**src/source/fe_pkg.sv**
```systemverilog
package fe_pkg;

  // pc widths
  localparam int pc_width_lp = 32;
  typedef logic [pc_width_lp-1:0] addr_t;

  // bht index is pc[9:2], 256 counters
  localparam int bht_idx_width_lp = 8;
  localparam int bht_els_lp = 2**bht_idx_width_lp;
  typedef logic [bht_idx_width_lp-1:0] bht_idx_t;

  // btb index is pc[7:2], 64 entries
  localparam int btb_idx_width_lp = 6;
  localparam int btb_els_lp = 2**btb_idx_width_lp;
  typedef logic [btb_idx_width_lp-1:0] btb_idx_t;

  // btb tag is pc[31:8]
  localparam int btb_tag_width_lp = pc_width_lp - btb_idx_width_lp - 2;
  typedef logic [btb_tag_width_lp-1:0] btb_tag_t;

  // 2-bit counter, msb is direction, lsb set means weak
  typedef enum logic [1:0] {
    strong_nt = 2'b00,
    weak_nt   = 2'b01,
    strong_t  = 2'b10,
    weak_t    = 2'b11
  } ctr_e;

  localparam ctr_e ctr_reset_lp = weak_nt;

  // fall-through step
  localparam addr_t inst_bytes_lp = 32'd4;

  typedef struct packed {
    logic  v;           // lookup strobe
    addr_t pc;          // fetch pc
  } lookup_s;

  typedef struct packed {
    logic  v;           // resolved branch strobe
    addr_t pc;          // branch pc
    logic  taken;       // actual direction
    addr_t tgt;         // actual target
    logic  pred_taken;  // direction that was predicted
  } update_s;

  typedef struct packed {
    logic  v;           // record valid, one cycle
    addr_t pc;          // pc that was looked up
    logic  taken;       // predicted direction
    logic  btb_hit;     // target buffer holds a target
    addr_t next_pc;     // predicted next fetch pc
  } pred_s;

endpackage

```
**src/source/fe_bht.sv**
```systemverilog
module fe_bht
  import fe_pkg::*;
(
  input  logic     clk_i,
  input  logic     reset_i,
  input  bht_idx_t idx_r_i,    // lookup index
  input  bht_idx_t idx_w_i,    // update index
  input  logic     w_v_i,      // train strobe
  input  logic     correct_i,  // prediction was right
  output logic     predict_o   // predicted direction
);

  ctr_e ctr_mem_r [bht_els_lp];  // counter array
  ctr_e ctr_rd;                  // counter at read index
  ctr_e ctr_cur;                 // counter at write index
  ctr_e ctr_nxt;                 // trained value

  // combinational read, old state on a same-cycle write
  assign ctr_rd    = ctr_mem_r[idx_r_i];
  assign predict_o = ctr_rd[1];

  assign ctr_cur = ctr_mem_r[idx_w_i];

  // saturating update
  always_comb
  begin
    ctr_nxt = ctr_cur;
    if (correct_i)
    begin
      // right guess, harden toward the same direction
      case (ctr_cur)
        weak_nt:  ctr_nxt = strong_nt;
        weak_t:   ctr_nxt = strong_t;
        default:  ctr_nxt = ctr_cur;   // strong stays
      endcase
    end
    else
    begin
      // wrong guess, step toward the other direction
      case (ctr_cur)
        strong_nt: ctr_nxt = weak_nt;
        weak_nt:   ctr_nxt = weak_t;   // flips direction
        strong_t:  ctr_nxt = weak_t;
        weak_t:    ctr_nxt = weak_nt;  // flips direction
        default:   ctr_nxt = ctr_reset_lp;
      endcase
    end
  end

  always_ff @(posedge clk_i)
  begin
    if (reset_i)
    begin
      // all counters weakly not taken
      for (int i = 0; i < bht_els_lp; i++)
        ctr_mem_r[i] <= ctr_reset_lp;
    end
    else if (w_v_i)
    begin
      ctr_mem_r[idx_w_i] <= ctr_nxt;
    end
  end

  // an x index would corrupt an unknown counter
  a_w_idx_known: assert property (@(posedge clk_i) disable iff (reset_i)
    w_v_i |-> !$isunknown(idx_w_i))
    else $error("bht write index unknown");

endmodule

```
**src/source/fe_btb.sv**
```systemverilog
module fe_btb
  import fe_pkg::*;
(
  input  logic     clk_i,
  input  logic     reset_i,
  input  btb_idx_t idx_r_i,   // lookup index
  input  btb_tag_t tag_r_i,   // lookup tag
  input  btb_idx_t idx_w_i,   // fill index
  input  btb_tag_t tag_w_i,   // fill tag
  input  addr_t    tgt_w_i,   // fill target
  input  logic     w_v_i,     // fill strobe, taken branches only
  output logic     hit_o,     // valid entry with matching tag
  output addr_t    tgt_o      // stored target at read index
);

  logic [btb_els_lp-1:0] valid_r;         // per entry valid
  btb_tag_t              tag_mem_r [btb_els_lp];
  addr_t                 tgt_mem_r [btb_els_lp];

  logic     rd_valid;
  btb_tag_t rd_tag;

  // read side is pure combinational
  assign rd_valid = valid_r[idx_r_i];
  assign rd_tag   = tag_mem_r[idx_r_i];
  assign tgt_o    = tgt_mem_r[idx_r_i];

  // tag compare, only trusted when the entry is valid
  assign hit_o = rd_valid && (rd_tag == tag_r_i);

  // valid bits are the only reset state
  always_ff @(posedge clk_i)
  begin
    if (reset_i)
    begin
      valid_r <= '0;
    end
    else if (w_v_i)
    begin
      valid_r[idx_w_i] <= 1'b1;
    end
  end

  // tag and target payload
  // direct mapped, a new branch at the same index evicts the old one
  always_ff @(posedge clk_i)
  begin
    if (w_v_i && !reset_i)
    begin
      tag_mem_r[idx_w_i] <= tag_w_i;
      tgt_mem_r[idx_w_i] <= tgt_w_i;
    end
  end

  // targets come from resolved branches, must be word aligned
  a_tgt_aligned: assert property (@(posedge clk_i) disable iff (reset_i)
    hit_o |-> (tgt_o[1:0] == 2'b00))
    else $error("btb hit with misaligned target %h", tgt_o);

endmodule

```
**src/source/fe_pred_ctrl.sv**
```systemverilog
module fe_pred_ctrl
  import fe_pkg::*;
(
  input  logic     clk_i,
  input  logic     reset_i,
  input  lookup_s  lookup_i,       // fetch side request
  input  update_s  update_i,       // back end resolution
  output pred_s    pred_o,         // registered prediction record

  output bht_idx_t bht_idx_r_o,
  output bht_idx_t bht_idx_w_o,
  output logic     bht_w_v_o,
  output logic     bht_correct_o,
  input  logic     bht_predict_i,

  output btb_idx_t btb_idx_r_o,
  output btb_tag_t btb_tag_r_o,
  output btb_idx_t btb_idx_w_o,
  output btb_tag_t btb_tag_w_o,
  output addr_t    btb_tgt_w_o,
  output logic     btb_w_v_o,
  input  logic     btb_hit_i,
  input  addr_t    btb_tgt_i
);

  // pc slice bounds
  localparam int bht_lo_lp = 2;
  localparam int bht_hi_lp = bht_idx_width_lp + 1;    // pc[9:2]
  localparam int btb_hi_lp = btb_idx_width_lp + 1;    // pc[7:2]
  localparam int tag_lo_lp = btb_idx_width_lp + 2;    // pc[31:8]

  addr_t lookup_next_pc;   // next pc chosen this cycle
  logic  lookup_redirect;  // taken and target known

  logic  pred_v_r;         // lookup strobe delayed one cycle
  addr_t pred_pc_r;
  logic  pred_taken_r;
  logic  pred_hit_r;
  addr_t pred_next_pc_r;

  // lookup side table reads
  assign bht_idx_r_o = lookup_i.pc[bht_hi_lp:bht_lo_lp];
  assign btb_idx_r_o = lookup_i.pc[btb_hi_lp:bht_lo_lp];
  assign btb_tag_r_o = lookup_i.pc[pc_width_lp-1:tag_lo_lp];

  // update side, counter trained on every resolved branch
  assign bht_idx_w_o   = update_i.pc[bht_hi_lp:bht_lo_lp];
  assign bht_w_v_o     = update_i.v;
  assign bht_correct_o = (update_i.taken == update_i.pred_taken);

  // target buffer filled on taken branches only
  assign btb_idx_w_o = update_i.pc[btb_hi_lp:bht_lo_lp];
  assign btb_tag_w_o = update_i.pc[pc_width_lp-1:tag_lo_lp];
  assign btb_tgt_w_o = update_i.tgt;
  assign btb_w_v_o   = update_i.v && update_i.taken;

  // redirect needs both a taken guess and a stored target
  assign lookup_redirect = bht_predict_i && btb_hit_i;
  assign lookup_next_pc  = lookup_redirect ? btb_tgt_i : (lookup_i.pc + inst_bytes_lp);

  // record valid, cleared in reset
  always_ff @(posedge clk_i)
  begin
    if (reset_i)
      pred_v_r <= 1'b0;
    else
      pred_v_r <= lookup_i.v;
  end

  // record payload, loaded per lookup
  always_ff @(posedge clk_i)
  begin
    if (lookup_i.v)
    begin
      pred_pc_r      <= lookup_i.pc;
      pred_taken_r   <= bht_predict_i;
      pred_hit_r     <= btb_hit_i;
      pred_next_pc_r <= lookup_next_pc;
    end
  end

  always_comb
  begin
    pred_o.v       = pred_v_r;
    pred_o.pc      = pred_pc_r;
    pred_o.taken   = pred_taken_r;
    pred_o.btb_hit = pred_hit_r;
    pred_o.next_pc = pred_next_pc_r;
  end

  // fixed one cycle latency, one record per lookup and none otherwise
  a_pred_latency: assert property (@(posedge clk_i) disable iff (reset_i)
    pred_o.v == $past(lookup_i.v && !reset_i))
    else $error("prediction valid out of step with lookup strobe");

  // strobes must be clean once out of reset
  a_strobe_known: assert property (@(posedge clk_i) disable iff (reset_i)
    !$isunknown({lookup_i.v, update_i.v}))
    else $error("lookup or update strobe unknown");

endmodule

```
**src/source/fe_predictor_top.sv**
```systemverilog
module fe_predictor_top
  import fe_pkg::*;
(
  input  logic    clk_i,
  input  logic    reset_i,
  input  lookup_s lookup_i,   // fetch pc strobe
  input  update_s update_i,   // resolved branch strobe
  output pred_s   pred_o      // prediction, one cycle after lookup
);

  // bht links
  bht_idx_t bht_idx_r;
  bht_idx_t bht_idx_w;
  logic     bht_w_v;
  logic     bht_correct;
  logic     bht_predict;

  // btb links
  btb_idx_t btb_idx_r;
  btb_tag_t btb_tag_r;
  btb_idx_t btb_idx_w;
  btb_tag_t btb_tag_w;
  addr_t    btb_tgt_w;
  logic     btb_w_v;
  logic     btb_hit;
  addr_t    btb_tgt;

  fe_pred_ctrl i_ctrl (
    .clk_i         (clk_i),
    .reset_i       (reset_i),
    .lookup_i      (lookup_i),
    .update_i      (update_i),
    .pred_o        (pred_o),
    .bht_idx_r_o   (bht_idx_r),
    .bht_idx_w_o   (bht_idx_w),
    .bht_w_v_o     (bht_w_v),
    .bht_correct_o (bht_correct),
    .bht_predict_i (bht_predict),
    .btb_idx_r_o   (btb_idx_r),
    .btb_tag_r_o   (btb_tag_r),
    .btb_idx_w_o   (btb_idx_w),
    .btb_tag_w_o   (btb_tag_w),
    .btb_tgt_w_o   (btb_tgt_w),
    .btb_w_v_o     (btb_w_v),
    .btb_hit_i     (btb_hit),
    .btb_tgt_i     (btb_tgt)
  );

  // direction table
  fe_bht i_bht (
    .clk_i     (clk_i),
    .reset_i   (reset_i),
    .idx_r_i   (bht_idx_r),
    .idx_w_i   (bht_idx_w),
    .w_v_i     (bht_w_v),
    .correct_i (bht_correct),
    .predict_o (bht_predict)
  );

  // target table
  fe_btb i_btb (
    .clk_i   (clk_i),
    .reset_i (reset_i),
    .idx_r_i (btb_idx_r),
    .tag_r_i (btb_tag_r),
    .idx_w_i (btb_idx_w),
    .tag_w_i (btb_tag_w),
    .tgt_w_i (btb_tgt_w),
    .w_v_i   (btb_w_v),
    .hit_o   (btb_hit),
    .tgt_o   (btb_tgt)
  );

endmodule

```
**config.mk**
```make
export PLATFORM = sky130hd
export DESIGN_NAME = fe_predictor_top
export DESIGN_NICKNAME = d
export VERILOG_FILES = /design/src/source/fe_pkg.sv /design/src/source/fe_bht.sv /design/src/source/fe_btb.sv /design/src/source/fe_pred_ctrl.sv /design/src/source/fe_predictor_top.sv
export SDC_FILE = /design/constraint.sdc
export NUM_CORES = 2
export LEC_CHECK = 0
export BUFFER_PORTS_ARGS = -buffer_cell sky130_fd_sc_hd__buf_2
export CAP_MARGIN = 20
export CORE_ASPECT_RATIO = 2
export CORE_MARGIN = 3
export CORE_UTILIZATION = 50
export CTS_BUF_LIST = sky130_fd_sc_hd__clkbuf_4 sky130_fd_sc_hd__clkbuf_8
export DETAILED_ROUTE_END_ITERATION = 10
export PLACE_DENSITY_LB_ADDON = 0.25
export SLEW_MARGIN = 20
export SYNTH_ARGS = -nofsm -noshare
export SYNTH_HDL_FRONTEND = slang
export SYNTH_HIERARCHICAL = 1
export SYNTH_SLANG_ARGS = --single-unit
```
**constraint.sdc**
```tcl
create_clock -name clk_i -period 5 [get_ports clk_i]
set_input_delay 1.25 -clock clk_i [delete_from_list [all_inputs] [get_ports clk_i]]
set_output_delay 1.25 -clock clk_i [all_outputs]
set_load 0.05 [all_outputs]
```
### Yosys cells after proc, flatten, opt, wreduce, memory -nomap -nowiden

Memory sizes are Yosys's and may differ from the RTL's.
Cells that the tools add are included.

* ROM bits: 0
* word-level logic and storage cells: 47
* memories: 3
* bits in writable memories: 4096
* input port bits: 102
* output and inout bits: 67
* latch bits: 0
* bits in registers: 131

* bitwise operators: 1
* magnitude comparators: 3
* reduce and logical (&&, ||, !) cells: 10
* mux-type cells: 18
* div/mod/pow operators: 0
* add/sub/neg operators: 1
* eq/ne operators: 5
* shift operators: 0
* multiply operators: 0

Memory list
* i_btb.tgt_mem_r: depth 64, width 32, rd ports 1, clocked after memory_dff 0, write ports 1, RTL line fe_btb.sv:18 `addr_t tgt_mem_r [btb_els_lp];`
* i_btb.tag_mem_r: depth 64, width 24, rd ports 1, clocked after memory_dff 0, write ports 1, RTL line fe_btb.sv:17 `btb_tag_t tag_mem_r [btb_els_lp];`
* i_bht.ctr_mem_r: depth 256, width 2, rd ports 2, clocked after memory_dff 0, write ports 256, RTL line fe_bht.sv:13 `ctr_e ctr_mem_r [bht_els_lp];`

Operators with widths (number)
* $or 64x64->64: 1
* $add 32x3->32 const B: 1
* $mux 32: 1
* $eq 24x24->1: 1
* $lt 6x7->1 const B: 2
* $mux 1: 10
* $mux 8: 1
* $pmux 2 s2: 2
* $bmux 1 s6: 1
* $demux 1 s6: 1
* $ge 6x1->1 const B: 1
* $reduce_or 2->1: 3
* $logic_and 1x1->1: 5
* $eq 2x2->1 const B: 2
* $mux 2: 2
* $eq 2x1->1 const B: 1
* $logic_not 2->1: 1
* $eq 1x1->1: 1
* $logic_not 1->1: 1

### Depth between registers and ports, before layout

An unclocked memory read counts as a cell.

* depth after elaboration: 6
* mapped depth: 21
* mapped depth without buffers: 11

### By module

The synthesis kept the hierarchy.

By module, submodules not included
* fe_btb: sequential area each 108904.4 um^2, area each 139317.4 um^2, cells each 5790, instances 1
* fe_bht: sequential area each 15374.7 um^2, area each 28487.3 um^2, cells each 2324, instances 1
* fe_pred_ctrl: sequential area each 2001.9 um^2, area each 3807.4 um^2, cells each 352, instances 1

### Least setup slack after synthesis

OpenSTA, ideal clock, no wires.

* path type: input port to flip-flop
* start: in update_i[36] (netlist name)
* end: mem i_bht/ctr_mem_r[157][1] (netlist name), data pin
* required time: 4848 ps
* cell stages on the path: 18
* buffers on the path: 7
* library setup time: 152 ps
* path slack: -255 ps
* data arrival time: 5103 ps
* path through: buf_4 -> buf_4 -> buf_6 -> buf_6 -> buf_2 -> mux4_2 -> a22oi_1 -> a21oi_1 -> nor4_1 -> o22ai_1 -> or2_2 -> ha_1 -> nor2_1 -> clkbuf_1 -> nor3_1 -> clkbuf_1 -> nand2_1 -> a31oi_1

RTL lines
* start, declared: RTL line fe_predictor_top.sv:7 `input update_s update_i,`
* end, declared: RTL line fe_bht.sv:13

==> run metrics <==
Inserted Clock Buffers 580; CTS root buf clkbuf_8; Post-Route WL between 500 and 600 mm; Synth top cells by count edfxtp_1 (4162), mux4_2 (1241), nand2_1 (638); first drt pass iteration count 7; Post-synth ARST share 0; Worst Setup Start Kind primary input; Die Wd 420 um; largest net degree at the start of global routing 188; Worst-Margin Slew ~1.2 ns; LEAKAGE between 60 and 70 nW; DPL Wire Length ~310 mm; top cells by area, synth edfxtp_1 (73%), mux4_2 (16%), nand2_1 (1.4%); CTS sink count 4227; Final Non-Filler Cells ~14000; Clock Skews approximately 0.075 ns; htree depth 6; Seq cells post-synth approximately 4200; routed via count slightly above 90000; first-pass GRT wire length roughly 740 mm; Syn Std Cell Area between 0.15 and 0.2 mm2; Routed WL per cell 37.8 um; Crit path top cell by count buf_12; relative slew slack 0.216; YS warnings 6; Core Area roughly 0.34 mm2; Hold WC Path Type in2reg; fraction of layout cells with a size suffix above 1 0.330; Crit path max-delay family simple AND/OR/NAND/NOR gates; Iter 0 DRT Violations 12100; pwr dens 363 mW/mm2; chip height roughly 830 um; WP data required 5.90 ns; setup violators final 0; vias in the first global route ~96000; Worst VDD drop ~470 uV; Hold Vio Cnt, Final 0; Worst Path Max Fanout 17; RSZ-0062 raised after global routing false; RePlAce Congestion approximately 0.92; dpl ws -0.983 ns; initial antenna violation count 35; f_max 0.207 GHz; CTS clk-pin slew, worst paths about 0.07 ns; Slowest Stage Delay on Critical Path 0.79 ns; post-synthesis cell count 8466; sequential share of the synthesized area 0.736; final setup margin 0.174 ns; DRC 0; R2R setup slack roughly 0.5 ns; worst hold start lookup_i[1]; Crit-path slowest cell nor2_1; area share of the largest cell type after synthesis 0.728; Buf+Inv Stages, Crit Path 5; GRT Total Usage 0.304; synth unique cells 79; clock insertion delay at the later pin of the skew report between 1 and 1.5 ns; Clock Tree Buf Depth 4; Mapped Nets roughly 8600; most common cell in the netlist edfxtp_1; num ports about 170; Rows about 300; GRT overflow 0; Setup CP Type in2reg; area delta synth->final 13.2%; largest area contributor in the netlist edfxtp_1; R2R Path End i_bht/ctr_mem_r[120][1]; post-cts hold buffer count 0; cell count after placement 13000; EDFF count, synth roughly 4200; status finished clean; Hold Path End i_ctrl/pred_pc_r[1]; PortBufs 166; Synth Flop Type edfxtp_1; CTS tree built; WP data arrival 5.72 ns; period utilization 0.965; Antenna Nets Post-Route 0; Tmin final slightly below 5 ns; worst r2r src i_bht/ctr_mem_r[238][1]; Die Area around 0.35 mm2; Vias/cell about 6.6; crit end category register; worst-path cell chain clkbuf_8 > buf_12 > buf_12 > mux4_2 > a22oi_1 > a21oi_1 > nor4_1 > buf_4 > o22ai_1 > or2_2 > ha_1 > nor2_2 > buf_12 > nor2_1 > nand2_1 > a31oi_1; Slew Viols, Final 0; Max Cap Violations 0; Starting Density 0.503; Hold Path Cell Cnt 1; Worst Reg-to-Reg Cells 13; Nets between 9000 and 10000; Mean Syn Cell Area approximately 20 um2
==> state kept, by name, indices dropped and copies added (netlist names), 32 cells and up <==
signal                 flops
i_btb/valid_r             64
i_btb/tgt_mem_r         2048
i_bht/ctr_mem_r          512
i_btb/tag_mem_r         1536
i_ctrl/pred_next_pc_r     32
i_ctrl/pred_pc_r          32
==> worst max path at each step <==
| stage | depth (start not counted) | to | slack, ns | startpoint |
|---|---|---|---|---|
| CTS | 16 | i_bht/ctr_mem_r[156][1] | 0.12 | update_i[36] |
| detailed placement | 16 | i_bht/ctr_mem_r[156][1] | -0.98 | update_i[36] |
| global placement | 16 | i_bht/ctr_mem_r[153][1] | -0.92 | update_i[36] |
| floorplan | 6 | i_btb/tag_mem_r[32][0] | -0.17 | update_i[41] |
| global route | 16 | i_bht/ctr_mem_r[120][1] | 0.04 | update_i[36] |
| finish | 16 | i_bht/ctr_mem_r[120][1] | 0.17 | update_i[36] |
==> area by class of cell <==
cell class	count	area, um2
timing repair buffer	893	9100
antenna	15	37.5
clock buffer	764	9490
multi-input combinational	3409	41900
inverter	79	302
clock inverter	230	1630
fill	25200	147000
sequential	4227	126000
tap	4422	5530
==> layout by cell type (no fill, tap or decap), types with 37 or more instances in the layout <==
cell type  instances
buf_4            514
buf_2            152
a21oi_1           51
buf_12           218
o22ai_1           87
clkinv_2          60
clkbuf_4         164
dfxtp_1           65
edfxtp_1        4162
nor2_4            76
o21bai_1          80
mux4_2          1241
a31oi_1          272
o21ai_0           37
nand2_1          637
nor2_1            69
clkbuf_8         601
clkinv_1         115
nand3_1           46
inv_1             78
a21o_1           169
a22oi_1           96
mux2i_1          111
==> kinds of logic after synthesis <==
| family | share of synthesized area |
|---|---|
| AND/OR/NAND/NOR | 0.0267 |
| AO/OA/AOI/OAI | 0.0375 |
| flip-flops | 0.736 |
| multiplexers | 0.174 |
| XOR/XNOR | 0.00153 |
| buffers and inverters | 0.0241 |
| adder cells (fa/ha/maj) | 0.000146 |
==> report_power, final <==
group,switching (W),internal [W]
Sequential,0.000101,0.0392
Combinational,0.00301,0.00193
Clock,0.0129,0.0134
==> per-layer routing <==
metal / track usage / up-vias / wire (um)
met2: 0.528 / 5609 / 276000
met3: 0.0549 / 1667 / 44700
met5: 0 / - / 364
met4: 0.201 / 14 / 42000
met1: 0.344 / 48900 / 167000
li1: - / 36600 / -
==> what timing repair did <==
action,in CTS,in global routing
resized for setup,0,5
setup buffers,0,0
setup endpoints to repair,0,29
==> through the flow <==
stage / util / area [um2] / total power, W / TNS, ns / hold WS, ns
floorplan: - / 172000 / 0.0429 / -181.56 / 0.449
global placement: 0.537 / 183000 / 0.0448 / -200.53 / 0.456
detailed placement: 0.537 / 183000 / 0.0449 / -203.22 / 0.463
CTS: 0.569 / 194000 / 0.0708 / 0 / 0.269
global route: 0.569 / 194000 / 0.0725 / 0 / 0.303
finish: 0.569 / 194000 / 0.0705 / 0 / 0.366
==> worst reg2reg max path, cell delays in order, from the launching register on <==
cell	delay (ns)
edfxtp_1	0.40
mux4_2	0.47
a22oi_1	0.34
a21oi_1	0.17
nor4_1	0.63
buf_4	0.25
o22ai_1	0.10
or2_2	0.29
ha_1	0.31
nor2_2	0.08
buf_12	0.19
nor2_1	0.80
nand2_1	0.12
a31oi_1	0.19
Note: power is estimated with default switching activity, not from simulation.
